## config.mk

```make
export PLATFORM = sky130hd
export DESIGN_NAME = row_scanner
export DESIGN_NICKNAME = d
export VERILOG_FILES = /design/src/panel_types_pkg.sv /design/src/row_scanner.sv
export VERILOG_INCLUDE_DIRS = /design/src /design/src/src
export SDC_FILE = /design/constraint.sdc
export NUM_CORES = 1
export LEC_CHECK = 0
export BUFFER_PORTS_ARGS = -buffer_cell sky130_fd_sc_hd__buf_2
export CAP_MARGIN = 20
export CORE_MARGIN = 2
export CORE_UTILIZATION = 48
export DETAILED_ROUTE_END_ITERATION = 10
export HOLD_SLACK_MARGIN = 0.08
export MAX_ROUTING_LAYER = met4
export PLACE_DENSITY_LB_ADDON = 0.25
export RECOVER_POWER = 25
export SLEW_MARGIN = 30
export SYNTH_ARGS = -nofsm -noshare
export SYNTH_HDL_FRONTEND = slang
export SYNTH_SLANG_ARGS = --single-unit
```

## constraint.sdc

```tcl
create_clock -name clk_in -period 2.36 [get_ports clk_in]
set_clock_uncertainty 0.05 [all_clocks]
set_input_delay 0.236 -clock clk_in [delete_from_list [all_inputs] [get_ports clk_in]]
set_output_delay 0.236 -clock clk_in [all_outputs]
set_load 0.02 [all_outputs]
```

## src/led_panel_config.svh

```systemverilog
/*
 * panel geometry and framebuffer sizing macros
 */
`ifndef LED_PANEL_CONFIG_SVH
`define LED_PANEL_CONFIG_SVH

// columns across the panel
`define LED_PANEL_WIDTH 64

// rows in each half, both halves are scanned together
`define LED_PANEL_HALF_HEIGHT 16

// rgb565 pixels
`define LED_BYTES_PER_PIXEL 2

// row in the upper bits, column in the lower bits
`define LED_FB_ADDR_BITS 10

`endif

```

## src/panel_types_pkg.sv

```systemverilog
/*
 * pixel and coordinate types, framebuffer word views
 */
`include "led_panel_config.svh"

package panel_types_pkg;

    typedef logic [$clog2(`LED_PANEL_WIDTH)-1:0] col_addr_t;
    typedef logic [$clog2(`LED_PANEL_HALF_HEIGHT)-1:0] row_addr_t;

    typedef struct packed {
        logic [4:0] red;
        logic [5:0] green;
        logic [4:0] blue;
    } rgb565_t;

    // bottom half pixel sits in the upper halfword
    typedef struct packed {
        rgb565_t bottom;
        rgb565_t top;
    } pixel_pair_t;

    typedef union packed {
        logic [2*8*`LED_BYTES_PER_PIXEL-1:0] raw;
        pixel_pair_t pair;
    } fb_word_u;

endpackage

```

## src/row_scanner.sv

```systemverilog
/*
 * HUB75 column and row sequencer
 * drives panel clock, latch, blanking and one colour bit per channel
 */
`timescale 1ns/1ps

module row_scanner (
    input  logic                       clk_in,
    input  logic                       reset,
    output panel_types_pkg::col_addr_t col,
    output panel_types_pkg::row_addr_t row_sel,
    output logic                       load_start,
    input  logic                       load_done,
    input  panel_types_pkg::rgb565_t   pixel_top,
    input  panel_types_pkg::rgb565_t   pixel_bottom,
    output logic [2:0]                 rgb_top,
    output logic [2:0]                 rgb_bottom,
    output logic                       panel_clk,
    output logic                       latch,
    output logic                       blank
);

    typedef enum logic [1:0] {
        st_fetch,
        st_present,
        st_clock,
        st_row_end
    } state_t;

    state_t state;
    logic [1:0] blank_cnt;

    // msb of each field, red in bit 2
    function automatic logic [2:0] msb_rgb(input panel_types_pkg::rgb565_t px);
        return {px.red[4], px.green[5], px.blue[4]};
    endfunction

    always_ff @(posedge clk_in) begin
        if (reset) begin
            state <= st_fetch;
            col <= '0;
            row_sel <= '0;
            // first column request leaves reset pending
            load_start <= 1'b1;
            rgb_top <= 3'b000;
            rgb_bottom <= 3'b000;
            panel_clk <= 1'b0;
            latch <= 1'b0;
            blank <= 1'b1;
            blank_cnt <= 2'd0;
        end else begin
            load_start <= 1'b0;
            case (state)
                st_fetch: begin
                    if (load_done) begin
                        rgb_top <= msb_rgb(pixel_top);
                        rgb_bottom <= msb_rgb(pixel_bottom);
                        state <= st_present;
                    end
                end
                st_present: begin
                    panel_clk <= 1'b1;
                    state <= st_clock;
                end
                st_clock: begin
                    panel_clk <= 1'b0;
                    if (col == '1) begin
                        blank <= 1'b1;
                        blank_cnt <= 2'd0;
                        state <= st_row_end;
                    end else begin
                        col <= col + 1'b1;
                        load_start <= 1'b1;
                        state <= st_fetch;
                    end
                end
                st_row_end: begin
                    // four blanked cycles, latch in the second, new row in the third
                    blank_cnt <= blank_cnt + 1'b1;
                    latch <= (blank_cnt == 2'd0);
                    if (blank_cnt == 2'd1) begin
                        row_sel <= row_sel + 1'b1;
                    end
                    if (blank_cnt == 2'd3) begin
                        blank <= 1'b0;
                        col <= '0;
                        load_start <= 1'b1;
                        state <= st_fetch;
                    end
                end
                default: state <= st_fetch;
            endcase
        end
    end

endmodule

```

; Word level (Yosys, flattened, before mapping)
; Cells that the tools add are included.
[totals]
regBits = 24
input_bits = 35
out_inout_bits = 20
elab_cells = 49
[op_classes]
add_sub_neg = 3
n_eq_ne = 10
mux = 16
n_reduce_logical = 10
[ops]
columns = cell, count
row1 = 6-bit two-way mux, 2
row2 = 6-bit one-hot mux with 2 select lines, 1
row3 = 2-bit two-way mux, 4
row4 = "2-bit inequality test, second input constant", 4
row5 = 2-bit one-hot mux with 4 select lines, 1
row6 = 2-bit AND reduction, 4
row7 = "6-bit by 1-bit adder with 6-bit output, second input constant", 1
row8 = "2-bit equality test, second input constant", 3
row9 = "6-bit equality test, second input constant", 1
row10 = 1-bit one-hot mux with 2 select lines, 3
row11 = 3-bit AND reduction, 2
row12 = "4-bit by 1-bit adder with 4-bit output, second input constant", 1
row13 = "2-bit by 1-bit equality test with 1-bit output, second input constant", 2
row14 = 2-bit logical NOT, 2
row15 = 1-bit two-way mux, 4
row16 = 2-bit one-hot mux with 2 select lines, 1
row17 = 2-bit nonzero test, 2
row18 = "2-bit by 1-bit adder with 2-bit output, second input constant", 1

; Logic depth before layout (Yosys ltp)
[depth]
ltp_word = 3
mapped_depth = 7
ltp_nobuf = 6

; Least setup slack after synthesis
; OpenSTA, ideal clock, no wires.
[synth_timing]
path_kind = register -> register
from = register col[0]
to = register blank
setup_time_ns = 0.127
t_arrival_ns = 1.601
required_time_ns = 2.183
path_slack_ns = 0.582
path_stages_with_launch = 6
n_path_buf = 0
period_less_slack_ns = 1.778
cell_sequence = dfxtp_1 -> ha_1 -> nand3_1 -> o21ai_0 -> a21oi_1 -> or3_1
[synth_between]
elab_chain_len = 3
[synth_lines]
columns = element, line_no
row1 = start: declaration, row_scanner.sv:10  ; output panel_types_pkg::col_addr_t col,
row2 = start signal: assignment, row_scanner.sv:72  ; col <= col + 1'b1;
row3 = 6-bit equality test, row_scanner.sv:67  ; if (col == '1) begin
row4 = 2-bit inequality test (no source line), --
row5 = 3-bit AND reduction (no source line), --
row6 = end signal: assignment, row_scanner.sv:49  ; blank <= 1'b1;
row7 = end signal: assignment, row_scanner.sv:68  ; blank <= 1'b1;
row8 = end signal: assignment, row_scanner.sv:85  ; blank <= 1'b0;
row9 = end: declaration, row_scanner.sv:20  ; output logic blank
; Every way passes these cells.
; A chain may end at the register's enable or synchronous reset.

; Worst setup path after layout
; Ends and elaborated chain as after synthesis.

==> flow_summary_export.csv <==
group,metric,value,unit
final_layout,layout_common_cells,"dfxtp_1 (24), a21oi_1 (17), buf_2 (17)",
power,leakagePower,0.0005313,uW
synth,synth_async_sr_flop_share,0,%
placement,gp_congestion,0.7524,
power,internal-power,589.5,uW
synth,synth_ff_type,"dfxtp_1",
final_layout,nFillCells,213,
timing,slew_headroom,70.14,%
setup_path,rrSetupSlack,0.49,ns
timing,min_period,1.874,ns
global_route,antenna_found_initial,0,
setup_path,end_kind,"flop",
route,finalWirelength,2264,um
timing,finalCritPeriodShare,79.40,%
timing,rsz0062_at_grt,"no",
final_layout,layout-drive-gt1-share,16.67,%
route,wl_met3,91,um
clocking,clk_path_buf_depth,2,
route,drtAntennaViolNets,0,
placement,post-dp-hpwl,1655,um
synth,ys_ff_latch,24,
clocking,insertion_delay,0.31,ns
setup_path,crit_start,"col[0]",
final_layout,areaGrowthSynthToFinish,16.88,%
floorplan,fp.dieW,51.81,um
floorplan,die_h,51.81,um
synth,yosys_warnings,0,
clocking,cts_hold_buf,0,
setup_path,worstSetupStartpointType,"flop",
clocking,cts_resized,0,
final_layout,final_common_cell,"dfxtp_1",
timing,tightest_slew,0.4432,ns
clocking,cts_tree,"built",
clocking,htreeDepth,1,
route,highest_layer,"met4",
timing,finalSetupViolCount,0,
power,seq_power_share,53.7,%
floorplan,die-area,2684,sq um
global_route,grt_overflow,0,
synth,synth_top_area_share,43.79,%
clocking,cts_made_buffers,3,
synth,yosysTopAreaCell,"dfxtp_1",
timing,slew_violations,0,
route,wl_met1,978,um
synth,syn_nets,172,
status,status,"complete, no violations",
clocking,cts.sinks,24,
power,pwr-share-clk,25.5,%
route,drc,0,
floorplan,ios,55,
hold_path,hold_class,"in2reg",
final_layout,antenna_cells,0,
clocking,root_buffer,"clkbuf_4",
synth,synth_cell_types,27,
route,routedWlPerCell,12.30,um
setup_path,cp_max_fo,6,
route,viasPerCell,5.353,
setup_path,required,2.51,ns
clocking,clkSlewWorstSetupHoldPaths,0.13,ns
floorplan,start_util,50.09,%
global_route,grt_pass1_wl,3774,um
synth,yosysSeqAreaShare,43.79,%
placement,port_buffers,28,
floorplan,core,2191,sq um
power,power.density,654.2,nW/um^2
synth,syn-mean-instance-area,8.573,sq um
global_route,grt_pass1_vias,922,
synth,synth_area_leaders,"dfxtp_1 (44%), ha_1 (10%), a21oi_1 (7.8%), nand3_1 (7.3%), nand2_1 (4.4%)",
floorplan,num_rows,17,
global_route,grtUsageTotal,19.45,%
setup_path,worstPathArrival,2.03,ns
timing,max_freq,0.5336,GHz
synth,synth_edf_count,0,
clocking,post_cts_buffers,0,
synth,synthCells,128,
synth,synth_area,1097,sq um
run,maxCapViolCount,0,
setup_path,r2r-start,"col[0]",
route,first_iter_violations,5,
route,vias,985,
route,firstDrtPassIters,4,
hold_path,min_from,"pixel_top[4]",
timing,whs,0.1034,ns
final_layout,nets,201,
power,switching_power,249.5,uW
global_route,grt_max_degree,22,
power,swShare,29.74,%
power,ir_drop,0.4251,mV
power,pwr-share-comb,20.9,%
setup_path,crit_type,"reg2reg",
route,wl_met2,1142,um
timing,hold_viol_final,0,
timing,tns,0,ns
==> layer usage <==
metal	GRT usage, %	vias up
met1	21.45	462
met2	32.48	19
met3	3.161	4
met4	12.72	0
li1	-	500
met5	-	-
==> cell usage after synthesis (all sizes together) (2+ instances only) <==
master  count
o21ai       5
a211oi      2
xor2        4
nand3      16
clkbuf      3
or3         5
dfxtp      24
buf         2
mux2i       2
inv         7
ha          9
nand2      13
a21oi      17
nor2        8
==> per-stage QoR <==
| stage | std cells | util [%] | instance area [sq um] | total power [uW] | setup slack (ns) |
|---|---|---|---|---|---|
| after global routing | 184 | 58.54 | 1282 | 889.1 | 0.2957 |
| after floorplan | 128 | - | 1097 | 587.6 | 0.5822 |
| after global placement | 180 | 57.51 | 1260 | 629.4 | 0.5860 |
| after detailed placement | 180 | 57.51 | 1260 | 639.3 | 0.5271 |
| after CTS | 184 | 59.17 | 1296 | 853.4 | 0.4900 |
| final | 184 | 58.54 | 1282 | 839.0 | 0.4861 |
==> final timing paths <==
kind,to,cells past startpoint
min reg2reg,rgb_top[0],2
max reg2reg,blank,5
max,blank,5
min,rgb_top[0],3
==> worst max-delay path, cell delays in order (launching register included) <==
cell and delay, ns:
dfxtp_1 0.41, ha_1 0.19, nand3_1 0.19, o21ai_0 0.44, a21oi_1 0.12, or3_1 0.36
==> power by group through the flow <==
stage | Combinational [uW] | Clock (uW) | Sequential [uW]
floorplan | 104 | 0 | 483
global placement | 172 | 0 | 457
detailed placement | 180 | 0 | 459
CTS | 182 | 221 | 450
global route | 199 | 235 | 454
finish | 175 | 214 | 450
==> cell families (layout without fill, tap and decap cells) <==
logic type | count (synthesis) | after routing | synth area share (%)
adders and majority gates | 9 | 9 | 10.26
buffers and inverters | 12 | 40 | 4.219
AOI/OAI and AO/OA | 28 | 28 | 14.48
DFF | 24 | 24 | 43.79
xor gates and xnor gates | 4 | 4 | 3.192
muxes | 3 | 3 | 3.192
and+or+nand+nor | 48 | 48 | 20.87
==> state kept, by name (all words and copies together), names as in the netlist <==
| signal | count |
|---|---|
| blank | 1 |
| blank_cnt | 2 |
| col | 6 |
| latch | 1 |
| load_start | 1 |
| panel_clk | 1 |
| rgb_bottom | 3 |
| rgb_top | 3 |
| row_sel | 4 |
| state | 2 |
==> final cells by class <==
| class | instances | area (sq um) | area share, % |
|---|---|---|---|
| clock buffers | 4 | 36.28 | 2.829 |
| well taps | 28 | 35.03 | 2.732 |
| multi-input cells | 92 | 570.5 | 44.49 |
| flip-flops and latches | 24 | 480.5 | 37.46 |
| repair buffers | 29 | 133.9 | 10.44 |
| inverters | 7 | 26.28 | 2.049 |
No activity file was read; power rests on OpenSTA's default activity.
