--- src/led_panel_config.svh ---
/*
 * panel geometry and framebuffer sizing macros
 */
`ifndef LED_PANEL_CONFIG_SVH
`define LED_PANEL_CONFIG_SVH

// columns across the panel
`define LED_PANEL_WIDTH 64

// rows in each half, both halves are scanned together
`define LED_PANEL_HALF_HEIGHT 16

// rgb565 pixels
`define LED_BYTES_PER_PIXEL 2

// row in the upper bits, column in the lower bits
`define LED_FB_ADDR_BITS 10

`endif

--- src/panel_types_pkg.sv ---
/*
 * pixel and coordinate types, framebuffer word views
 */
`include "led_panel_config.svh"

package panel_types_pkg;

    typedef logic [$clog2(`LED_PANEL_WIDTH)-1:0] col_addr_t;
    typedef logic [$clog2(`LED_PANEL_HALF_HEIGHT)-1:0] row_addr_t;

    typedef struct packed {
        logic [4:0] red;
        logic [5:0] green;
        logic [4:0] blue;
    } rgb565_t;

    // bottom half pixel sits in the upper halfword
    typedef struct packed {
        rgb565_t bottom;
        rgb565_t top;
    } pixel_pair_t;

    typedef union packed {
        logic [2*8*`LED_BYTES_PER_PIXEL-1:0] raw;
        pixel_pair_t pair;
    } fb_word_u;

endpackage

--- src/bus_types_pkg.sv ---
/*
 * framebuffer memory bus types and arbiter owner encoding
 */
`include "led_panel_config.svh"

package bus_types_pkg;

    typedef logic [`LED_FB_ADDR_BITS-1:0] fb_addr_t;

    // one word carries the top and bottom pixel of a column
    typedef logic [2*8*`LED_BYTES_PER_PIXEL-1:0] fb_data_t;

    // which master was accepted in the previous cycle
    typedef enum logic [1:0] {
        owner_none,
        owner_fetch,
        owner_host
    } owner_e;

endpackage

--- src/framebuffer_fetch.sv ---
/*
 * framebuffer fetch unit, column and row to RAM read, top and bottom pixel latch
 */
`timescale 1ns/1ps

module framebuffer_fetch (
    input  logic                       clk_in,
    input  logic                       reset,
    input  panel_types_pkg::col_addr_t col,
    input  panel_types_pkg::row_addr_t row,
    input  logic                       load_start,
    output logic                       fetch_cyc,
    output logic                       fetch_stb,
    output bus_types_pkg::fb_addr_t    fetch_adr,
    input  logic                       fetch_ack,
    input  bus_types_pkg::fb_data_t    rd_data,
    output panel_types_pkg::rgb565_t   pixel_top,
    output panel_types_pkg::rgb565_t   pixel_bottom,
    output logic                       load_done
);

    logic busy;
    bus_types_pkg::fb_addr_t adr_q;
    panel_types_pkg::fb_word_u word;

    assign word.raw = rd_data;

    // request stays up until the arbiter acks it
    always_ff @(posedge clk_in) begin
        if (reset) begin
            busy <= 1'b0;
            load_done <= 1'b0;
        end else begin
            load_done <= busy && fetch_ack;
            if (load_start) begin
                busy <= 1'b1;
            end else if (fetch_ack) begin
                busy <= 1'b0;
            end
        end
    end

    always_ff @(posedge clk_in) begin
        if (load_start) begin
            adr_q <= {row, col};
        end
        if (busy && fetch_ack) begin
            pixel_top <= word.pair.top;
            pixel_bottom <= word.pair.bottom;
        end
    end

    assign fetch_cyc = busy;
    assign fetch_stb = busy;
    assign fetch_adr = adr_q;

    // scanner waits for load_done before the next column
    no_overlapping_load: assert property (@(posedge clk_in) disable iff (reset)
        load_start |-> !busy);

endmodule

--- config.mk ---
export PLATFORM = sky130hd
export DESIGN_NAME = framebuffer_fetch
export DESIGN_NICKNAME = d
export VERILOG_FILES = /design/src/panel_types_pkg.sv /design/src/bus_types_pkg.sv /design/src/framebuffer_fetch.sv
export VERILOG_INCLUDE_DIRS = /design/src /design/src/src
export SDC_FILE = /design/constraint.sdc
export NUM_CORES = 1
export LEC_CHECK = 0
export CORE_ASPECT_RATIO = 1.4
export CORE_MARGIN = 2
export CORE_UTILIZATION = 55
export CTS_CLUSTER_SIZE = 12
export DETAILED_ROUTE_END_ITERATION = 8
export DONT_BUFFER_PORTS = 1
export PLACE_DENSITY_LB_ADDON = 0.08
export SYNTH_ARGS = -nofsm -noshare
export SYNTH_HDL_FRONTEND = slang
export SYNTH_SLANG_ARGS = --single-unit
--- constraint.sdc ---
create_clock -name clk_in -period 1.6 [get_ports clk_in]
set_input_delay 0.24 -clock clk_in [delete_from_list [all_inputs] [get_ports clk_in]]
set_output_delay 0.24 -clock clk_in [all_outputs]
set_load 0.005 [all_outputs]
## After elaboration in Yosys (flattened, before gate mapping)

Index checks and enable logic that the tools add are counted.
Widths: inputs -> output; s select.

- Bits in registers: 44
- Bits in latches: 0
- RAM bits: 0
- Bits in read-only memories: 0
- Output and inout port bits: 45
- Word-level logic and storage cells: 13
- Memories kept: 0

- $add $sub $neg: 0
- Multiply operators: 0
- Div/mod/pow operators: 0
- Magnitude comparators: 0
- Equal/unequal tests: 0
- Shifts and indexed selects: 0
- Muxes and demuxes: 2
- Bitwise gates (word level): 0
- Reduce and logical (&&, ||, !) cells: 2

Operators with widths:

| cell | number |
|---|---|
| $mux 1 | 2 |
| $reduce_bool 2->1 | 1 |
| $logic_and 1x1->1 | 1 |

## Logic depth before layout (Yosys ltp)

Gate-level depths: netlist of the first run.

- Word-level depth: 2
- Gate-level depth with buffers: 2

## Worst setup path before layout of the first run

No wires, ideal clock.

- Kind: reg2reg
- From: register busy (netlist: fetch_cyc)
- To: register pixel_bottom[0] (netlist bit) (enable)
- Library setup time: 0.341 ns
- Arrival: 0.718 ns
- Data required time: 1.259 ns
- Path slack: 0.541 ns
- Cell stages (with the launch flop): 2
- Path through: dfxtp_1 -> and2_4

- Cells in the longest elaborated chain, start to end: 1

Ends and longest elaborated chain:

| item | line | source |
|---|---|---|
| from (decl) | framebuffer_fetch.sv:22 | `logic busy;` |
| from (signal assigned) | framebuffer_fetch.sv:31 | `busy <= 1'b0;` |
| from (signal assigned) | framebuffer_fetch.sv:36 | `busy <= 1'b1;` |
| from (signal assigned) | framebuffer_fetch.sv:38 | `busy <= 1'b0;` |
| $logic_and 1x1->1 | framebuffer_fetch.sv:47 | `if (busy && fetch_ack) begin` |
| to (signal assigned) | framebuffer_fetch.sv:49 | `pixel_bottom <= word.pair.bottom;` |
| to (decl) | framebuffer_fetch.sv:18 | `output panel_types_pkg::rgb565_t pixel_bottom,` |

Every way passes these cells.
A chain may end at the register's enable or synchronous reset.

## Worst setup path in the final report of the first run

- From: register busy (netlist: fetch_cyc)
- To: register pixel_top[0] (netlist bit) (enable)

- Cells in the longest elaborated chain, start to end: 1

Ends and longest elaborated chain:

| item | line | source |
|---|---|---|
| $logic_and 1x1->1 | framebuffer_fetch.sv:47 |  |
| to (signal assigned) | framebuffer_fetch.sv:48 | `pixel_top <= word.pair.top;` |
| to (decl) | framebuffer_fetch.sv:17 | `output panel_types_pkg::rgb565_t pixel_top,` |

Every way passes these cells.

==> results of run 1 <==
## worst max path at each step
stage | startpoint | end | slack (ns) | cells after the start
after CTS | fetch_cyc$_SDFFE_PP0P_ | pixel_top[11]$_DFFE_PP_ | 0.41 | 1
final | fetch_cyc$_SDFFE_PP0P_ | pixel_top[0]$_DFFE_PP_ | 0.41 | 1
after detailed placement | fetch_cyc$_SDFFE_PP0P_ | pixel_top[9]$_DFFE_PP_ | 0.41 | 1
after global placement | fetch_cyc$_SDFFE_PP0P_ | pixel_bottom[4]$_DFFE_PP_ | 0.45 | 1
after floorplan | fetch_cyc$_SDFFE_PP0P_ | pixel_bottom[0]$_DFFE_PP_ | 0.54 | 1
after global routing | fetch_cyc$_SDFFE_PP0P_ | pixel_top[11]$_DFFE_PP_ | 0.30 | 1
## synth_stat cells
| cell type | number |
|---|---|
| dfxtp_1 | 2 |
| and2_4 | 1 |
| buf_4 | 1 |
| nand2b_1 | 1 |
| a21oi_2 | 1 |
| inv_1 | 1 |
| nor2b_4 | 1 |
| edfxtp_1 | 42 |
## routing by layer
metal | part of all wire | vias up
met3 | 0.090 | 10
met2 | 0.55 | 60
li1 | - | 294
met5 | 0 | -
met1 | 0.32 | 296
met4 | 0.041 | 0
## logic make-up (layout without fill, tap and decap cells)
| logic type | count (synthesis) | in the layout | synth area share |
|---|---|---|---|
| AO/OA/AOI/OAI | 1 | 1 | 0.006489 |
| flip-flops | 44 | 44 | 0.9639 |
| AND/OR/NAND/NOR | 3 | 3 | 0.02132 |
| buffers and inverters | 2 | 52 | 0.008340 |
## registers in the layout (all words and copies together), names as in the netlist
register / count
pixel_top: 16
load_done: 1
pixel_bottom: 16
fetch_adr: 10
fetch_cyc: 1
## stage by stage
stage / instances / setup slack (ns) / hold slack [ns]
floorplan: 50 / 0.5413 / 0.3024
global placement: 72 / 0.4522 / 0.3042
detailed placement: 72 / 0.4149 / 0.3058
CTS: 123 / 0.4096 / 0.03739
global route: 123 / 0.2999 / 0.03493
finish: 123 / 0.4083 / 0.03929
## layout make-up
cell class | instances | area, sq um
fillers | 121 | 508.0
flip-flops and latches | 44 | 1301
well taps | 23 | 28.78
repair buffers | 44 | 440.4
multi-input cells | 4 | 37.54
inverters | 1 | 3.754
clock buffers | 7 | 45.04
## where the power goes
group	switching [mW]	internal, mW	total (mW)
sequential	0.0289	1.32	1.35
combinational	0.0376	0.0761	0.114
clock	0.290	0.166	0.456
total	0.357	1.56	1.92
==> impl_metrics.json, run 1 <==
{
  "num_vias": 660,
  "grt_util_met2": 0.3351,
  "worst_slew_pin_slew_ns": 0.4269,
  "synth.avg_cell_area_sq_um": 27.00,
  "criticalPathCategory": "reg -> reg",
  "grt_start_max_net_pins": 34,
  "core_sq_mm": 0.002365,
  "cpMaxStageDelayCell": "and2_4",
  "synth_top_area_cell": "edfxtp_1",
  "cts_hold_buf": 44,
  "antenna_left": 0,
  "grt_pass1_wl_mm": 3.905,
  "viasPerCell": 5.366,
  "period_minus_slack_ns": 1.192,
  "maxSlewViolCount": 0,
  "endpoint_kind": "flip-flop",
  "drv_cap": 0,
  "die-area_sq_mm": 0.002872,
  "worstPathRequired_ns": 1.60,
  "grt_util_met1": 0.2092,
  "power.total_mw": 1.919,
  "ys_types": 8,
  "synth_seq_cells": 44,
  "cts_resized": 0,
  "r2r_slack_ns": 0.41,
  "startpoint_type": "flip-flop",
  "die_h_microns": 62.62,
  "numCtsBuffers": 5,
  "netlist_top_cells_area": "edfxtp_1 (93%), dfxtp_1 (3.0%), nor2b_4 (1.0%), a21oi_2 (0.65%), and2_4 (0.65%)",
  "ys_seq_area_frac": 0.9639,
  "synth_top_area_share": 0.9342,
  "timing.rr.start": "fetch_cyc$_SDFFE_PP0P_",
  "crit_family": "simple AND/OR/NAND/NOR gates",
  "dpl_cell_area_sq_mm": 0.001371,
  "run_status": "finished, final reports clean",
  "antenna_found_initial": 0,
  "final_common_cell": "dlygate4sd3_1",
  "cts-root-buf": "clkbuf_4",
  "dr.pass1.iters": 4,
  "rsz0062_at_grt": "no",
  "hold_path_depth": 2,
  "utilization": 0.7852,
  "hp-class": "in -> reg",
  "worstPathCellList": "and2_4",
  "initial_utilization": 0.5709,
  "rr_endpoint": "pixel_top[0]$_DFFE_PP_",
  "clk_pin_slew_ns": 0.10,
  "clock-sinks": 44,
  "io_buffers": 0,
  "layout_common_cells": "dlygate4sd3_1 (44), edfxtp_1 (42), clkbuf_4 (5)",
  "post_cts_buffers": 0,
  "drive_above_1_share": 0.08000,
  "diodes": 0,
  "gr-max-usage-layer": "met2",
  "skew_ns": 0.01130,
  "fmax_mhz": 839.1,
  "syn-instance-count": 50,
  "place_congestion": 0.7153,
  "slowest_delay_ns": 0.43,
  "fin_area_sq_mm": 0.001857,
  "setup_violations": 0,
  "leakagePower_nw": 0.6352,
  "ir_worst_vdd_mv": 0.8679,
  "critPathArrivalTime_ns": 1.19,
  "h-tree-depth": 2,
  "min_from": "load_start",
  "cts_tree": "built",
  "final_hold_viol_count": 0,
  "clockBufferDepth": 2,
  "route.detailed.drc": 0,
  "yosys_warnings": 0,
  "die_width_microns": 45.87,
  "syn_nets": 96,
  "track_usage": 0.2081,
  "area_growth_pct": 37.53,
  "cp_max_fo": 33,
  "rows": 21,
  "ios": 91,
  "clock_latency_ns": 0.34,
  "fin_tns_setup_ns": 0,
  "worst-path-buf-inv": 0,
  "slew_headroom": 0.7145,
  "worst_hold_path.endpoint": "fetch_cyc$_SDFFE_PP0P_",
  "wl_mm": 2.579,
  "wl_per_cell_microns": 20.97,
  "grt_pass1_vias": 722,
  "drt_first_iter_violations": 16,
  "r2r_cells": 1,
  "netlist_area_sq_mm": 0.001350,
  "period_share": 0.7448,
  "nets": 146,
  "power.density_mw_per_mm2": 1033,
  "overflow": 0,
  "grt_use_met3": 0.09538
}
(Power assumes the default switching activity.)
==> run 2, diff against run 1 <==
- CORE_UTILIZATION: 55 -> 53
- clock period: 1.6 -> 1 ns (I/O delays scaled with it)
==> run 2 against run 1 <==
Final area increased by 4.7%. Fmax is 20% higher. Combinational power is 83% higher. Via count grew 4.4%. Clock power is 84% higher. Non-clock buffer count is 5 higher. Largest cell class unchanged.
==> impl_metrics.json, run 2 (same netlist as run 1, synthesis figures left out) <==
{
  "run_status": "finished, final reports clean",
  "route.detailed.drc": 0,
  "area_growth_pct": 44.02,
  "power.density_mw_per_mm2": 1648,
  "min_from": "fetch_ack",
  "hpwl_mm": 1.587,
  "placedCellCount": 87,
  "instances_no_fill": 140,
  "cp_max_fo": 22,
  "place_congestion": 0.8138,
  "clk_pin_slew_ns": 0.11,
  "initial_utilization": 0.5585,
  "die_width_microns": 46.66,
  "critPathLaunch": "fetch_cyc$_SDFFE_PP0P_",
  "clock_latency_ns": 0.34,
  "endpoint_kind": "flip-flop",
  "cts_tree": "built",
  "r2r_cells": 2,
  "period_minus_slack_ns": 0.9910,
  "pre_cts_ws_ns": 0.05354,
  "antenna_found_initial": 0,
  "num_vias": 689,
  "io_buffers": 0,
  "holdWs_ns": 0.2403,
  "nets": 151,
  "rr_endpoint": "pixel_top[13]$_DFFE_PP_",
  "grt_pass1_wl_mm": 3.843,
  "antenna_left": 0,
  "period_share": 0.9910,
  "worstPathRequired_ns": 1.05,
  "fin_tns_setup_ns": 0,
  "post_cts_buffers": 0,
  "ios": 91,
  "ir_worst_vdd_mv": 1.375,
  "startpoint_type": "flip-flop",
  "numCtsBuffers": 5,
  "maxSlewViolCount": 0,
  "wl_per_cell_microns": 19.41,
  "worst_slew_pin_slew_ns": 0.4717,
  "fin_area_sq_mm": 0.001944,
  "fillers": 145,
  "rows": 21,
  "cts-root-buf": "clkbuf_4",
  "final_hold_viol_count": 0,
  "leakagePower_nw": 0.6808,
  "h-tree-depth": 2,
  "drv_cap": 0,
  "utilization": 0.8043,
  "grt_pass1_vias": 748,
  "die_h_microns": 63.72,
  "drt_first_iter_violations": 17,
  "criticalPathCategory": "reg -> reg",
  "wl_mm": 2.718,
  "critPathArrivalTime_ns": 1.04,
  "clock-sinks": 44,
  "diodes": 0,
  "slew_headroom": 0.6856,
  "viasPerCell": 4.921,
  "core_sq_mm": 0.002417,
  "drive_above_1_share": 0.1321,
  "die-area_sq_mm": 0.002973,
  "crit_end": "pixel_top[13]$_DFFE_PP_",
  "worst_slack_ns": 0.008957,
  "final_common_cell": "dlygate4sd3_1",
  "timing.rr.start": "fetch_cyc$_SDFFE_PP0P_",
  "fmax_mhz": 1009,
  "track_usage": 0.2001,
  "grt_start_max_net_pins": 23,
  "dr.pass1.iters": 4,
  "power.total_mw": 3.204,
  "setup_violations": 0,
  "skew_ns": 0.01032,
  "layout_common_cells": "dlygate4sd3_1 (44), edfxtp_1 (42), clkbuf_4 (5)",
  "overflow": 0,
  "rsz0062_at_grt": "yes",
  "hp-class": "in -> reg",
  "dpl_cell_area_sq_mm": 0.001429,
  "clockBufferDepth": 2,
  "r2r_slack_ns": 0.009
}
[run 2: critical path: stages (launching register included)]
cell	delay (ns)
dfxtp_2	0.36
and2_4	0.17
buf_12	0.16
[run 2: what timing repair did]
item | CTS | global route
endpoints found under the setup margin | 0 | 3
hold buffers | 45 | 0
endpoints found under the hold margin | 54 | 0
resized for setup | 0 | 2
[run 2: worst min path at each step]
| stage | endpoint | slack, ns | depth (start not counted) |
|---|---|---|---|
| floorplan | fetch_cyc$_SDFFE_PP0P_ | 0.21 | 1 |
| global route | pixel_top[2]$_DFFE_PP_ | 0.21 | 2 |
| CTS | pixel_top[2]$_DFFE_PP_ | 0.22 | 2 |
| detailed placement | fetch_cyc$_SDFFE_PP0P_ | 0.21 | 1 |
| finish | pixel_bottom[9]$_DFFE_PP_ | 0.24 | 2 |
| global placement | fetch_cyc$_SDFFE_PP0P_ | 0.21 | 1 |
[run 2: cell type report]
| type | count | area (sq um) | share of cell area |
|---|---|---|---|
| inverters | 1 | 3.754 | 0.001931 |
| multi-input cells | 4 | 37.54 | 0.01931 |
| repair buffers | 49 | 499.2 | 0.2568 |
| clock buffers | 8 | 58.81 | 0.03024 |
| well taps | 34 | 42.54 | 0.02188 |
| flip-flops and latches | 44 | 1303 | 0.6699 |
[run 2: power by group]
part | switching (mW) | internal [mW]
sequential | 0.0460 | 2.11
combinational | 0.0679 | 0.141
clock | 0.490 | 0.348
[run 2: metal layers]
layer  global-route usage  up-vias  wire [microns]
met2               0.3611       61            1583
met3              0.08596        8             242
li1                     -      302               -
met1               0.1752      318             812
met4              0.09028        0              79
met5                    0        -               0
