### src/led_panel_config.svh
/*
 * panel geometry and framebuffer sizing macros
 */
`ifndef LED_PANEL_CONFIG_SVH
`define LED_PANEL_CONFIG_SVH

// columns across the panel
`define LED_PANEL_WIDTH 64

// rows in each half, both halves are scanned together
`define LED_PANEL_HALF_HEIGHT 16

// rgb565 pixels
`define LED_BYTES_PER_PIXEL 2

// row in the upper bits, column in the lower bits
`define LED_FB_ADDR_BITS 10

`endif

### src/bus_types_pkg.sv
/*
 * framebuffer memory bus types and arbiter owner encoding
 */
`include "led_panel_config.svh"

package bus_types_pkg;

    typedef logic [`LED_FB_ADDR_BITS-1:0] fb_addr_t;

    // one word carries the top and bottom pixel of a column
    typedef logic [2*8*`LED_BYTES_PER_PIXEL-1:0] fb_data_t;

    // which master was accepted in the previous cycle
    typedef enum logic [1:0] {
        owner_none,
        owner_fetch,
        owner_host
    } owner_e;

endpackage

### src/fb_arbiter.sv
/*
 * fixed-priority arbiter, fetch master and host Wishbone slave onto one RAM
 */
`timescale 1ns/1ps

module fb_arbiter (
    input  logic                    clk_in,
    input  logic                    reset,
    input  logic                    fetch_cyc,
    input  logic                    fetch_stb,
    input  bus_types_pkg::fb_addr_t fetch_adr,
    output logic                    fetch_ack,
    input  logic                    wb_cyc,
    input  logic                    wb_stb,
    input  logic                    wb_we,
    input  bus_types_pkg::fb_addr_t wb_adr,
    input  bus_types_pkg::fb_data_t wb_dat_w,
    output logic                    wb_ack,
    output bus_types_pkg::fb_data_t rd_data,
    output logic                    ram_en,
    output logic                    ram_we,
    output bus_types_pkg::fb_addr_t ram_addr,
    output bus_types_pkg::fb_data_t ram_wdata,
    input  bus_types_pkg::fb_data_t ram_rdata
);

    bus_types_pkg::owner_e owner;
    logic fetch_req;
    logic host_req;
    logic grant_fetch;
    logic grant_host;

    // a master still holds stb in its ack cycle, so it is masked there
    assign fetch_req = fetch_cyc && fetch_stb && (owner != bus_types_pkg::owner_fetch);
    assign host_req = wb_cyc && wb_stb && (owner != bus_types_pkg::owner_host);

    // fetch first
    assign grant_fetch = fetch_req;
    assign grant_host = host_req && !fetch_req;

    assign ram_en = grant_fetch || grant_host;
    assign ram_we = grant_host && wb_we;
    assign ram_addr = grant_fetch ? fetch_adr : wb_adr;
    assign ram_wdata = wb_dat_w;

    // RAM output is shared by both readers
    assign rd_data = ram_rdata;

    always_ff @(posedge clk_in) begin
        if (reset) begin
            owner <= bus_types_pkg::owner_none;
        end else if (grant_fetch) begin
            owner <= bus_types_pkg::owner_fetch;
        end else if (grant_host) begin
            owner <= bus_types_pkg::owner_host;
        end else begin
            owner <= bus_types_pkg::owner_none;
        end
    end

    assign fetch_ack = (owner == bus_types_pkg::owner_fetch);
    assign wb_ack = (owner == bus_types_pkg::owner_host);

    // a pending fetch keeps its request and address up to the ack
    fetch_held_until_ack: assert property (@(posedge clk_in) disable iff (reset)
        fetch_cyc && fetch_stb && !fetch_ack |=>
            fetch_cyc && fetch_stb && $stable(fetch_adr));

    // a waiting host keeps its request, address and direction until served
    host_held_until_ack: assert property (@(posedge clk_in) disable iff (reset)
        wb_cyc && wb_stb && !wb_ack |=>
            wb_ack || (wb_cyc && wb_stb && $stable(wb_adr) && $stable(wb_we)));

endmodule

### config.mk
export PLATFORM = sky130hd
export DESIGN_NAME = fb_arbiter
export DESIGN_NICKNAME = d
export VERILOG_FILES = /design/src/bus_types_pkg.sv /design/src/fb_arbiter.sv
export VERILOG_INCLUDE_DIRS = /design/src /design/src/src
export SDC_FILE = /design/constraint.sdc
export NUM_CORES = 1
export LEC_CHECK = 0
export ABC_CLOCK_PERIOD_IN_PS = 1900
export BUFFER_PORTS_ARGS = -buffer_cell sky130_fd_sc_hd__buf_2
export CORE_AREA = 3 3 65 67
export CTS_BUF_LIST = sky130_fd_sc_hd__clkbuf_4 sky130_fd_sc_hd__clkbuf_8 sky130_fd_sc_hd__clkbuf_16
export DETAILED_ROUTE_END_ITERATION = 10
export DIE_AREA = 0 0 68 70
export HOLD_SLACK_MARGIN = 0.06
export PLACE_DENSITY = 0.7
export SYNTH_ARGS = -nofsm -noshare
export SYNTH_HDL_FRONTEND = slang
export SYNTH_SLANG_ARGS = --single-unit
### constraint.sdc
create_clock -name clk_in -period 1.9 [get_ports clk_in]
set_input_delay 0.38 -clock clk_in [delete_from_list [all_inputs] [get_ports clk_in]]
set_output_delay 0.38 -clock clk_in [all_outputs]
set_load 0.01 [all_outputs]
After elaboration in Yosys (flattened, before gate mapping) --
Cells that the tools add are included.
Cells by class: eq/ne operators 4, mux-type cells 3, reduce and logical (&&, ||, !) cells 9
Operators by type and width (count):
- 10-bit two-way mux | 1
- 1-bit logical AND | 6
- 2-bit by 1-bit equality test with 1-bit output, second input constant | 1
- 2-bit equality test, second input constant | 1
- 2-bit two-way mux | 1
- 2-bit by 1-bit inequality test with 1-bit output, second input constant | 1
- 2-bit inequality test, second input constant | 1
- 2-bit OR reduction | 1
- 1-bit zero test | 1
- 1-bit logical OR | 1
- 1-bit two-way mux | 1
Word-level totals: register bits after elaboration 2, bits of input ports 91, output and inout port bits 78, logic and storage cells 18

Logic depth before layout (Yosys ltp) --
Gate-level depths: netlist (run 1).
depth after elaboration 6, mapped depth 4, gate-level depth less buffers 3

Least setup slack after synthesis (run 1) --
Ideal clock, no wire load.
path type in2out, start in fetch_cyc, end out ram_addr[4], data arrival time 1.086 ns, path slack 0.434 ns, stages 3, path buffers 0, cell sequence nand2_1 > nor2_8 > mux2_1
Between the ends: longest elaborated chain between the ends 3
Ends and longest elaborated chain:
- start: declaration | line fb_arbiter.sv:9 | input logic fetch_cyc,
- 1-bit logical AND (2 in series) | line fb_arbiter.sv:34 | assign fetch_req = fetch_cyc && fetch_stb && (owner != bus_types_pkg::owner_fetch);
- 10-bit two-way mux | line fb_arbiter.sv:43 | assign ram_addr = grant_fetch ? fetch_adr : wb_adr;
- end: declaration | line fb_arbiter.sv:22 | output bus_types_pkg::fb_addr_t ram_addr,
No other way between the ends.

Worst setup path in the final report (run 1) --
start reg owner[1], end out ram_addr[3]
Between the ends: longest elaborated chain between the ends 3
Ends and longest elaborated chain:
- start: declaration | line fb_arbiter.sv:27 | bus_types_pkg::owner_e owner;
- start signal: assignment | line fb_arbiter.sv:51 | owner <= bus_types_pkg::owner_none;
- start signal: assignment | line fb_arbiter.sv:53 | owner <= bus_types_pkg::owner_fetch;
- start signal: assignment | line fb_arbiter.sv:55 | owner <= bus_types_pkg::owner_host;
- 2-bit by 1-bit inequality test with 1-bit output | line fb_arbiter.sv:34
- 1-bit logical AND | line fb_arbiter.sv:34
- 10-bit two-way mux | line fb_arbiter.sv:43
No other way between the ends.

==> results of run 1 <==
worst min path at each step:
stage | slack [ps] | end | depth (start not counted) | from
2_1_floorplan | 460 | owner[0] | 1 | reset
3_3_place_gp | 570 | owner[1] | 2 | reset
3_5_place_dp | 570 | owner[0] | 2 | reset
4_1_cts | 350 | owner[0] | 2 | reset
5_1_grt | 350 | owner[0] | 2 | reset
6_report | 360 | owner[0] | 2 | reset
power by group:
group / total, mW / internal, mW / leakage [nW] / switching (mW)
clock: 0.162 / 0.133 / 0.0216 / 0.0282
combinational: 0.0939 / 0.0525 / 0.234 / 0.0414
sequential: 0.0453 / 0.0441 / 0.0164 / 0.00119
total: 0.301 / 0.230 / 0.272 / 0.0708
layout by cell type, fill, tap and decap left out, drive strengths merged:
cell type  netlist  final
nor3             2      2
nor2             1      1
buf             65     40
mux2            10     10
nand2b           1      1
o22ai            1      1
dfxtp            2      2
inv              1      1
nand2            2      2
nor3b            1      1
clkbuf           0      3
nor2b            1      1
a21oi            1      1
cell type report:
cell class	instances	area, sq um
clock buffer	3	41.3
tap	48	60.1
sequential	2	40.0
multi-input combinational	20	189
timing repair buffer	40	200
inverter	1	3.75
fill	445	3150
stage by stage:
stage               instance area, sq um  power, mW  hold WS, ps
global placement                     493      0.141          567
floorplan                            724      0.233          459
finish                               534      0.301          356
CTS                                  534      0.308          352
global route                         534      0.321          353
detailed placement                   493      0.141          567
per-layer routing:
layer  up-vias  global-route usage, %  wire (um)
li1        170                      -          -
met1       157                   5.46        402
met2        57                   8.99        770
met3        18                   4.98        282
met4         0                   5.30         92
met5         -                      0          0
worst reg2reg max path: cells and delay by family, from the launching register on:
| family | cells | cell delay [ps] |
|---|---|---|
| AO/OA/AOI/OAI | 1 | 90 |
| flip-flops | 1 | 310 |
| AND/OR/NAND/NOR | 2 | 400 |
kinds of logic after synthesis:
kind of cell | count (synthesis) | synth area share, %
and+or+nand+nor | 8 | 8.98
DFF | 2 | 5.53
muxes | 10 | 15.5
buffers and inverters | 66 | 68.4
AOI/OAI and AO/OA | 2 | 1.55
==> out/metrics.cfg, run 1 <==
[route]
firstDrtPassIters=3
wl_um=1550
routedWlPerCell_um=13.6
drtIter0Drc=8
num_vias=402
via_per_inst=3.53
post-route-drc-count=0
ant_nets=0

[critical_path]
reg2regPathDepth=3
crit_chain=nor2b_4 -> nor2_8 -> mux2_2 -> buf_2
cp-endpoint=ram_addr[3]
max_stage_delay_ps=360
start_kind=flop
required_ps=1520
crit_cells=4
crit_family=flip-flops
worstSetupEndpointType=output port
worst_r2r_endpoint=owner[1]
cp.arrival_ps=1360
critPathMaxFanout=10
cp_slowest_cell=dfxtp_1
rr_startpoint=owner[0]
path_buf_inv=1
criticalPathCategory=flop to output port
cp-startpoint=owner[1]
r2r_setup_slack_ps=1020

[clocking]
htree_levels=1
clk_pin_slew_ps=30
cts_resized=0
cts_setup_buffers=0
cts_buffers=3
holdBufCountCts=0
cts_tree=yes
cts_sinks=2
clock_path_buffers=2
cts_root_buffer=clkbuf_8
insertion_delay_ps=200

[placed_design]
placedCellCount=111
hpwl_um=1370
post-place-ws_ps=149
portBuffers=40
place.gp.congestion=0.637

[timing]
clock.fmax_ghz=0.574
tns_ps=0
period_share_pct=91.7
hold_viol=0
finalClockSkew_ps=0.644
worst_slack_ps=157
finalSetupViolCount=0
period_minus_slack_ps=1740
worstMarginPinSlew_ps=257
maxSlewViolCount=0
grt_setup_unrepaired=false
maxSlewHeadroom_pct=82.8

[yosys]
synthMostInstantiatedCell=buf_4
mappedNetlistArea_sq_um=724
synth.top_cell.area_share_pct=66.3
yosysWarningCount=0
avgSynthCellArea_sq_um=8.23
ys_seq_area_share_pct=5.53
ys_ff_latch=2
synthTopCellsByArea=buf_4, mux2_2, dfxtp_1, mux2_1, nor2_8
synth_enable_flop_cells=0
synth_cell_types=14
synthesis.nets=179
synth_top_cell_by_area=buf_4
async_flop_share_pct=0
synth_top_flop_cell=dfxtp_1
synth_common_cells=buf_4, mux2_2, mux2_1
syn_inst=88

[final_layout]
syn_to_final_growth_pct=-26.3
layout-drive-gt1-share_pct=78.8
largest_register_ffs=2
layout.nets=159
diodes=0
final_cells=114
regMostFlops=owner
reg_top3=owner: 2 flops
utilization_pct=14.5

[grt]
grtUsageTotal_pct=6.26
grt_pass1_vias=422
grt_max_degree=11
grt.overflow.total=0
antenna_found_initial=0
grt_pass1_wl_um=2260

[flow_run]
drv_cap=0

[power]
power.density_mw_per_mm2=563
ir_drop_uv=123
leakagePower_nw=0.272

[run_status]
outcome=finished, final reports clean

[floorplanning]
fp.dieH_um=70
start_util_pct=19.6
coreArea_sq_mm=0.00369
ios=169
die_area_sq_mm=0.00476
row_count=22
die_w_um=68

[worst_hold_path]
hp-class=primary input to flop

Power figures use the tool's default switching activity.
==> inputs of run 2 (changes only) <==
--- a/config.mk
+++ b/config.mk
@@ -14,6 +14,7 @@
 export DIE_AREA = 0 0 68 70
 export HOLD_SLACK_MARGIN = 0.06
 export PLACE_DENSITY = 0.7
+export SETUP_SLACK_MARGIN = 0.3
 export SYNTH_ARGS = -nofsm -noshare
 export SYNTH_HDL_FRONTEND = slang
 export SYNTH_SLANG_ARGS = --single-unit
==> out/metrics.cfg, run 2 (synthesis gave the netlist of run 1 again) <==
[placed_design]
portBuffers=40
placedCellCount=111
place.gp.congestion=0.637
hpwl_um=1370

[timing]
maxSlewHeadroom_pct=82.1
finalSetupViolCount=0
fin_hold_ws_ps=347
period_share_pct=92.1
grt_setup_unrepaired=true
period_minus_slack_ps=1750
finalClockSkew_ps=0.444
tns_ps=0
clock.fmax_ghz=0.571
maxSlewViolCount=0
hold_viol=0
worstMarginPinSlew_ps=267

[power]
leakagePower_nw=0.332
ir_drop_uv=124
p_total_uw=341
power.density_mw_per_mm2=518

[route]
num_vias=444
post-route-drc-count=0
ant_nets=0
drtIter0Drc=17
wl_um=1920
firstDrtPassIters=2
routedWlPerCell_um=16.3
via_per_inst=3.76

[critical_path]
required_ps=1520
worstSetupEndpointType=output port
cp.arrival_ps=1370
rr_startpoint=owner[0]
criticalPathCategory=flop to output port
cp-startpoint=owner[0]
start_kind=flop
critPathMaxFanout=5

[grt]
grt_pass1_vias=435
grt_pass1_wl_um=2330
grt_max_degree=11
antenna_found_initial=0
grt.overflow.total=0
grtUsageTotal_pct=6.48

[final_layout]
nFillCells=436
diodes=0
syn_to_final_growth_pct=-9.15
largest_register_ffs=2
reg_top3=owner: 2 flops
layout.nets=163
final_common_cell=buf_2
layout-drive-gt1-share_pct=91.4
regMostFlops=owner
final_cell_mix=buf_2, buf_6, mux2_4
final_cells=118
utilization_pct=17.8

[clocking]
cts_root_buffer=clkbuf_8
clk_pin_slew_ps=30
insertion_delay_ps=200
holdBufCountCts=0
htree_levels=1
cts_buffers=3
clock_path_buffers=2
cts_tree=yes
cts_sinks=2

[flow_run]
drv_cap=0

[floorplanning]
coreArea_sq_mm=0.00369
die_w_um=68
start_util_pct=19.6
row_count=22
die_area_sq_mm=0.00476
ios=169
fp.dieH_um=70

[worst_hold_path]
min_from=reset
hp-class=primary input to flop

[run_status]
outcome=finished, final reports clean

[run 2: path summary, 6_finish.rpt]
check | end | slack [ps] | cells after the start
worst max-delay path | ram_addr[0] | 150 | 4
worst min-delay path | owner[1] | 350 | 2
worst max register to register | owner[1] | 770 | 5
worst min register to register | owner[1] | 840 | 4
[run 2: worst max-delay path, cell delays in order (launching register included)]
cell and delay, ps:
dfxtp_2 300, nor2b_4 160, nor2_4 250, mux2_4 340
buf_6 120
[run 2: report_power, final]
| part | switching [mW] | total [mW] | internal [mW] |
|---|---|---|---|
| sequential | 0.00121 | 0.0457 | 0.0444 |
| combinational | 0.0554 | 0.133 | 0.0778 |
| clock | 0.0286 | 0.162 | 0.134 |
[run 2: cell type report]
class / instances / area [sq um] / share of cell area, %
sequential: 2 / 42.5 / 6.46
timing repair buffer: 43 / 262 / 39.7
multi-input combinational: 21 / 249 / 37.8
inverter: 1 / 3.75 / 0.570
tap: 48 / 60.1 / 9.13
clock buffer: 3 / 41.3 / 6.27
[run 2: stage by stage]
step	setup WS, ps	cell area (sq um)
after floorplan	434	724
after CTS	145	549
after global placement	158	493
after global routing	97.7	658
after detailed placement	149	493
final	149	658
[run 2: repair_timing]
action / in CTS / in global routing
endpoints found under the hold margin: 0 / 0
pin swaps: 1 / 4
gates resized for setup: 0 / 20
gates cloned: 0 / 1
setup buffers: 2 / 1
endpoints found under the setup margin: 11 / 12
[run 2: per-layer routing]
layer / track usage [%] / vias up / share of wire (%)
met2: 9.21 / 57 / 54
li1: - / 183 / -
met1: 5.94 / 186 / 27
met4: 5.30 / 0 / 4.8
met3: 4.98 / 18 / 15
met5: 0 / - / 0
==> inputs of run 3 (changes only) <==
--- a/config.mk
+++ b/config.mk
@@ -6,14 +6,16 @@
 export SDC_FILE = /design/constraint.sdc
 export NUM_CORES = 1
 export LEC_CHECK = 0
+export ABC_AREA = 1
 export ABC_CLOCK_PERIOD_IN_PS = 1900
-export BUFFER_PORTS_ARGS = -buffer_cell sky130_fd_sc_hd__buf_2
-export CORE_AREA = 3 3 65 67
+export BUFFER_PORTS_ARGS = -buffer_cell sky130_fd_sc_hd__buf_4
+export CORE_AREA = 3 3 64 66
 export CTS_BUF_LIST = sky130_fd_sc_hd__clkbuf_4 sky130_fd_sc_hd__clkbuf_8 sky130_fd_sc_hd__clkbuf_16
+export CTS_CLUSTER_SIZE = 30
 export DETAILED_ROUTE_END_ITERATION = 10
-export DIE_AREA = 0 0 68 70
+export DIE_AREA = 0 0 67 69
 export HOLD_SLACK_MARGIN = 0.06
-export PLACE_DENSITY = 0.7
+export PLACE_DENSITY = 0.73
 export SETUP_SLACK_MARGIN = 0.3
 export SYNTH_ARGS = -nofsm -noshare
 export SYNTH_HDL_FRONTEND = slang
==> out/metrics.cfg, run 3 <==
[final_layout]
diodes=0
reg_top3=owner: 2 flops
largest_register_ffs=2
regMostFlops=owner
layout-drive-gt1-share_pct=56.3
final_cell_mix=buf_4, nand2_1, nand3_1
syn_to_final_growth_pct=-5.40
final_common_cell=buf_4
layout.nets=189
nFillCells=423
utilization_pct=19.3
final-seq-area_sq_um=41.3
multiInputGateArea_sq_um=206

[clocking]
clk_pin_slew_ps=30
htree_levels=1
holdBufCountCts=0
cts_tree=yes
cts_buffers=3
cts_sinks=2
clock_path_buffers=2
insertion_delay_ps=210
cts_root_buffer=clkbuf_8

[worst_hold_path]
hp-class=primary input to flop

[floorplanning]
die_w_um=67
fp.dieH_um=69
coreArea_sq_mm=0.00363
die_area_sq_mm=0.00462
ios=169
row_count=22
start_util_pct=20.4

[route]
ant_nets=0
drtIter0Drc=7
firstDrtPassIters=2
num_vias=560
post-route-drc-count=0
wl_um=2130
via_per_inst=3.89
routedWlPerCell_um=14.8

[timing]
fin_hold_ws_ps=335
finalSetupViolCount=0
period_share_pct=80.3
period_minus_slack_ps=1530
tns_ps=0
worstMarginPinSlew_ps=151
clock.fmax_ghz=0.655
finalClockSkew_ps=2.60
maxSlewHeadroom_pct=89.9
worst_slack_ps=374
grt_setup_unrepaired=false
maxSlewViolCount=0
hold_viol=0

[grt]
grt_max_degree=14
grt_pass1_vias=556
antenna_found_initial=0
grtUsageTotal_pct=8.32
grt_pass1_wl_um=2780
grt.overflow.total=0

[yosys]
synth_common_cells=buf_4, nand2_1, nand3_1
synthMostInstantiatedCell=buf_4
synthesis.nets=206
yosysWarningCount=0
syn_inst=115
synthMuxAreaShare_pct=0
avgSynthCellArea_sq_um=6.45
synth_top_cell_by_area=buf_4
synth_compound_area_share_pct=1.35
synth_enable_flop_cells=0
mappedNetlistArea_sq_um=742
synth-simple-area-share_pct=22.4
yosys.area_share.adder_pct=0
synth_top_flop_cell=dfxtp_1
synthTopCellsByArea=buf_4, nand2_1, nand3_1, dfxtp_1, inv_1
ys_seq_area_share_pct=5.40
synth_top_family_by_area=buffers and inverters
synth.top_cell.area_share_pct=66.8
synth_xor_xnor_area_share_pct=0
synth_cell_types=11
ys_ff_latch=2
async_flop_share_pct=0

[power]
intPower_uw=258
power_frac_clock_pct=46.8
sw_frac_of_total_pct=26.0
p_total_uw=349
seq_power_share_pct=13.2
leakagePower_nw=0.394
p_sw_uw=90.8
power.density_mw_per_mm2=497
combinationalPowerShare_pct=40.1
ir_drop_uv=210

[flow_run]
drv_cap=0

[critical_path]
start_kind=primary input
required_ps=1520
criticalPathCategory=primary input to output port
critPathMaxFanout=10
cp.arrival_ps=1150
worstSetupEndpointType=output port

[placed_design]
portBuffers=40
place.gp.congestion=0.601
post-place-ws_ps=322
hpwl_um=1760

[run_status]
outcome=finished, final reports clean

## run 3: cell types whose count changed after synthesis, sizes merged, moves of 2 or more
cell and change:
nand3 +10, nor2 +3, buf +2, nand2 +23, mux2 -10, inv +4, nor3 -2
## run 3: power groups by stage
stage	sequential [mW]	clock, mW	combinational (mW)
CTS	0.0456	0.168	0.134
floorplan	0.0455	0	0.189
global placement	0.0456	0	0.130
global route	0.0461	0.172	0.155
detailed placement	0.0458	0	0.132
finish	0.0459	0.163	0.140
## run 3: cell families (layout without fill, tap and decap cells)
| group | Yosys count | in the layout |
|---|---|---|
| compound gates | 2 | 2 |
| flops | 2 | 2 |
| buf+inv | 72 | 52 |
| simple gates | 39 | 40 |
## run 3: what timing repair did
item	4_1_cts	5_1_grt
gates resized for setup	2	5
pin swaps	0	2
endpoints found under the setup margin	12	11
buffers inserted	0	2
endpoints found under the hold margin	0	0
cloned	0	1
## run 3: layout make-up
class,instances,area share (%)
tap,48,8.56
multi-input combinational,42,29.4
clock buffer,3,5.88
timing repair buffer,44,47.6
inverter,5,2.67
sequential,2,5.88
## run 3: path summary, 6_finish.rpt
check	slack [ps]	from	depth (start not counted)	end
min reg2reg	540	owner[1]	3	owner[1]
max	370	fetch_cyc	7	ram_addr[1]
max reg2reg	1050	owner[0]	4	owner[0]
min	340	reset	2	owner[0]
## run 3: through the flow
stage,instances,area [sq um]
after floorplan,115,742
after global placement,138,611
after detailed placement,138,611
after CTS,141,662
after global routing,144,702
final,144,702
## run 3: metal layers
layer  wire length (um)  vias up  part of all wire [%]  track usage, %
met5                  0        -                     0               0
met4                155        0                   7.3            8.11
met3                465       32                    22            6.51
met2               1000       46                    47            14.3
met1                509      233                    24            4.79
li1                   -      249                     -               -
## run 3: worst max-delay path, stage by stage
cell and delay [ps]:
buf_4 80, nand2_1 60, inv_2 130, buf_4 200, nand3_1 100, nand2_1 80, buf_4 120
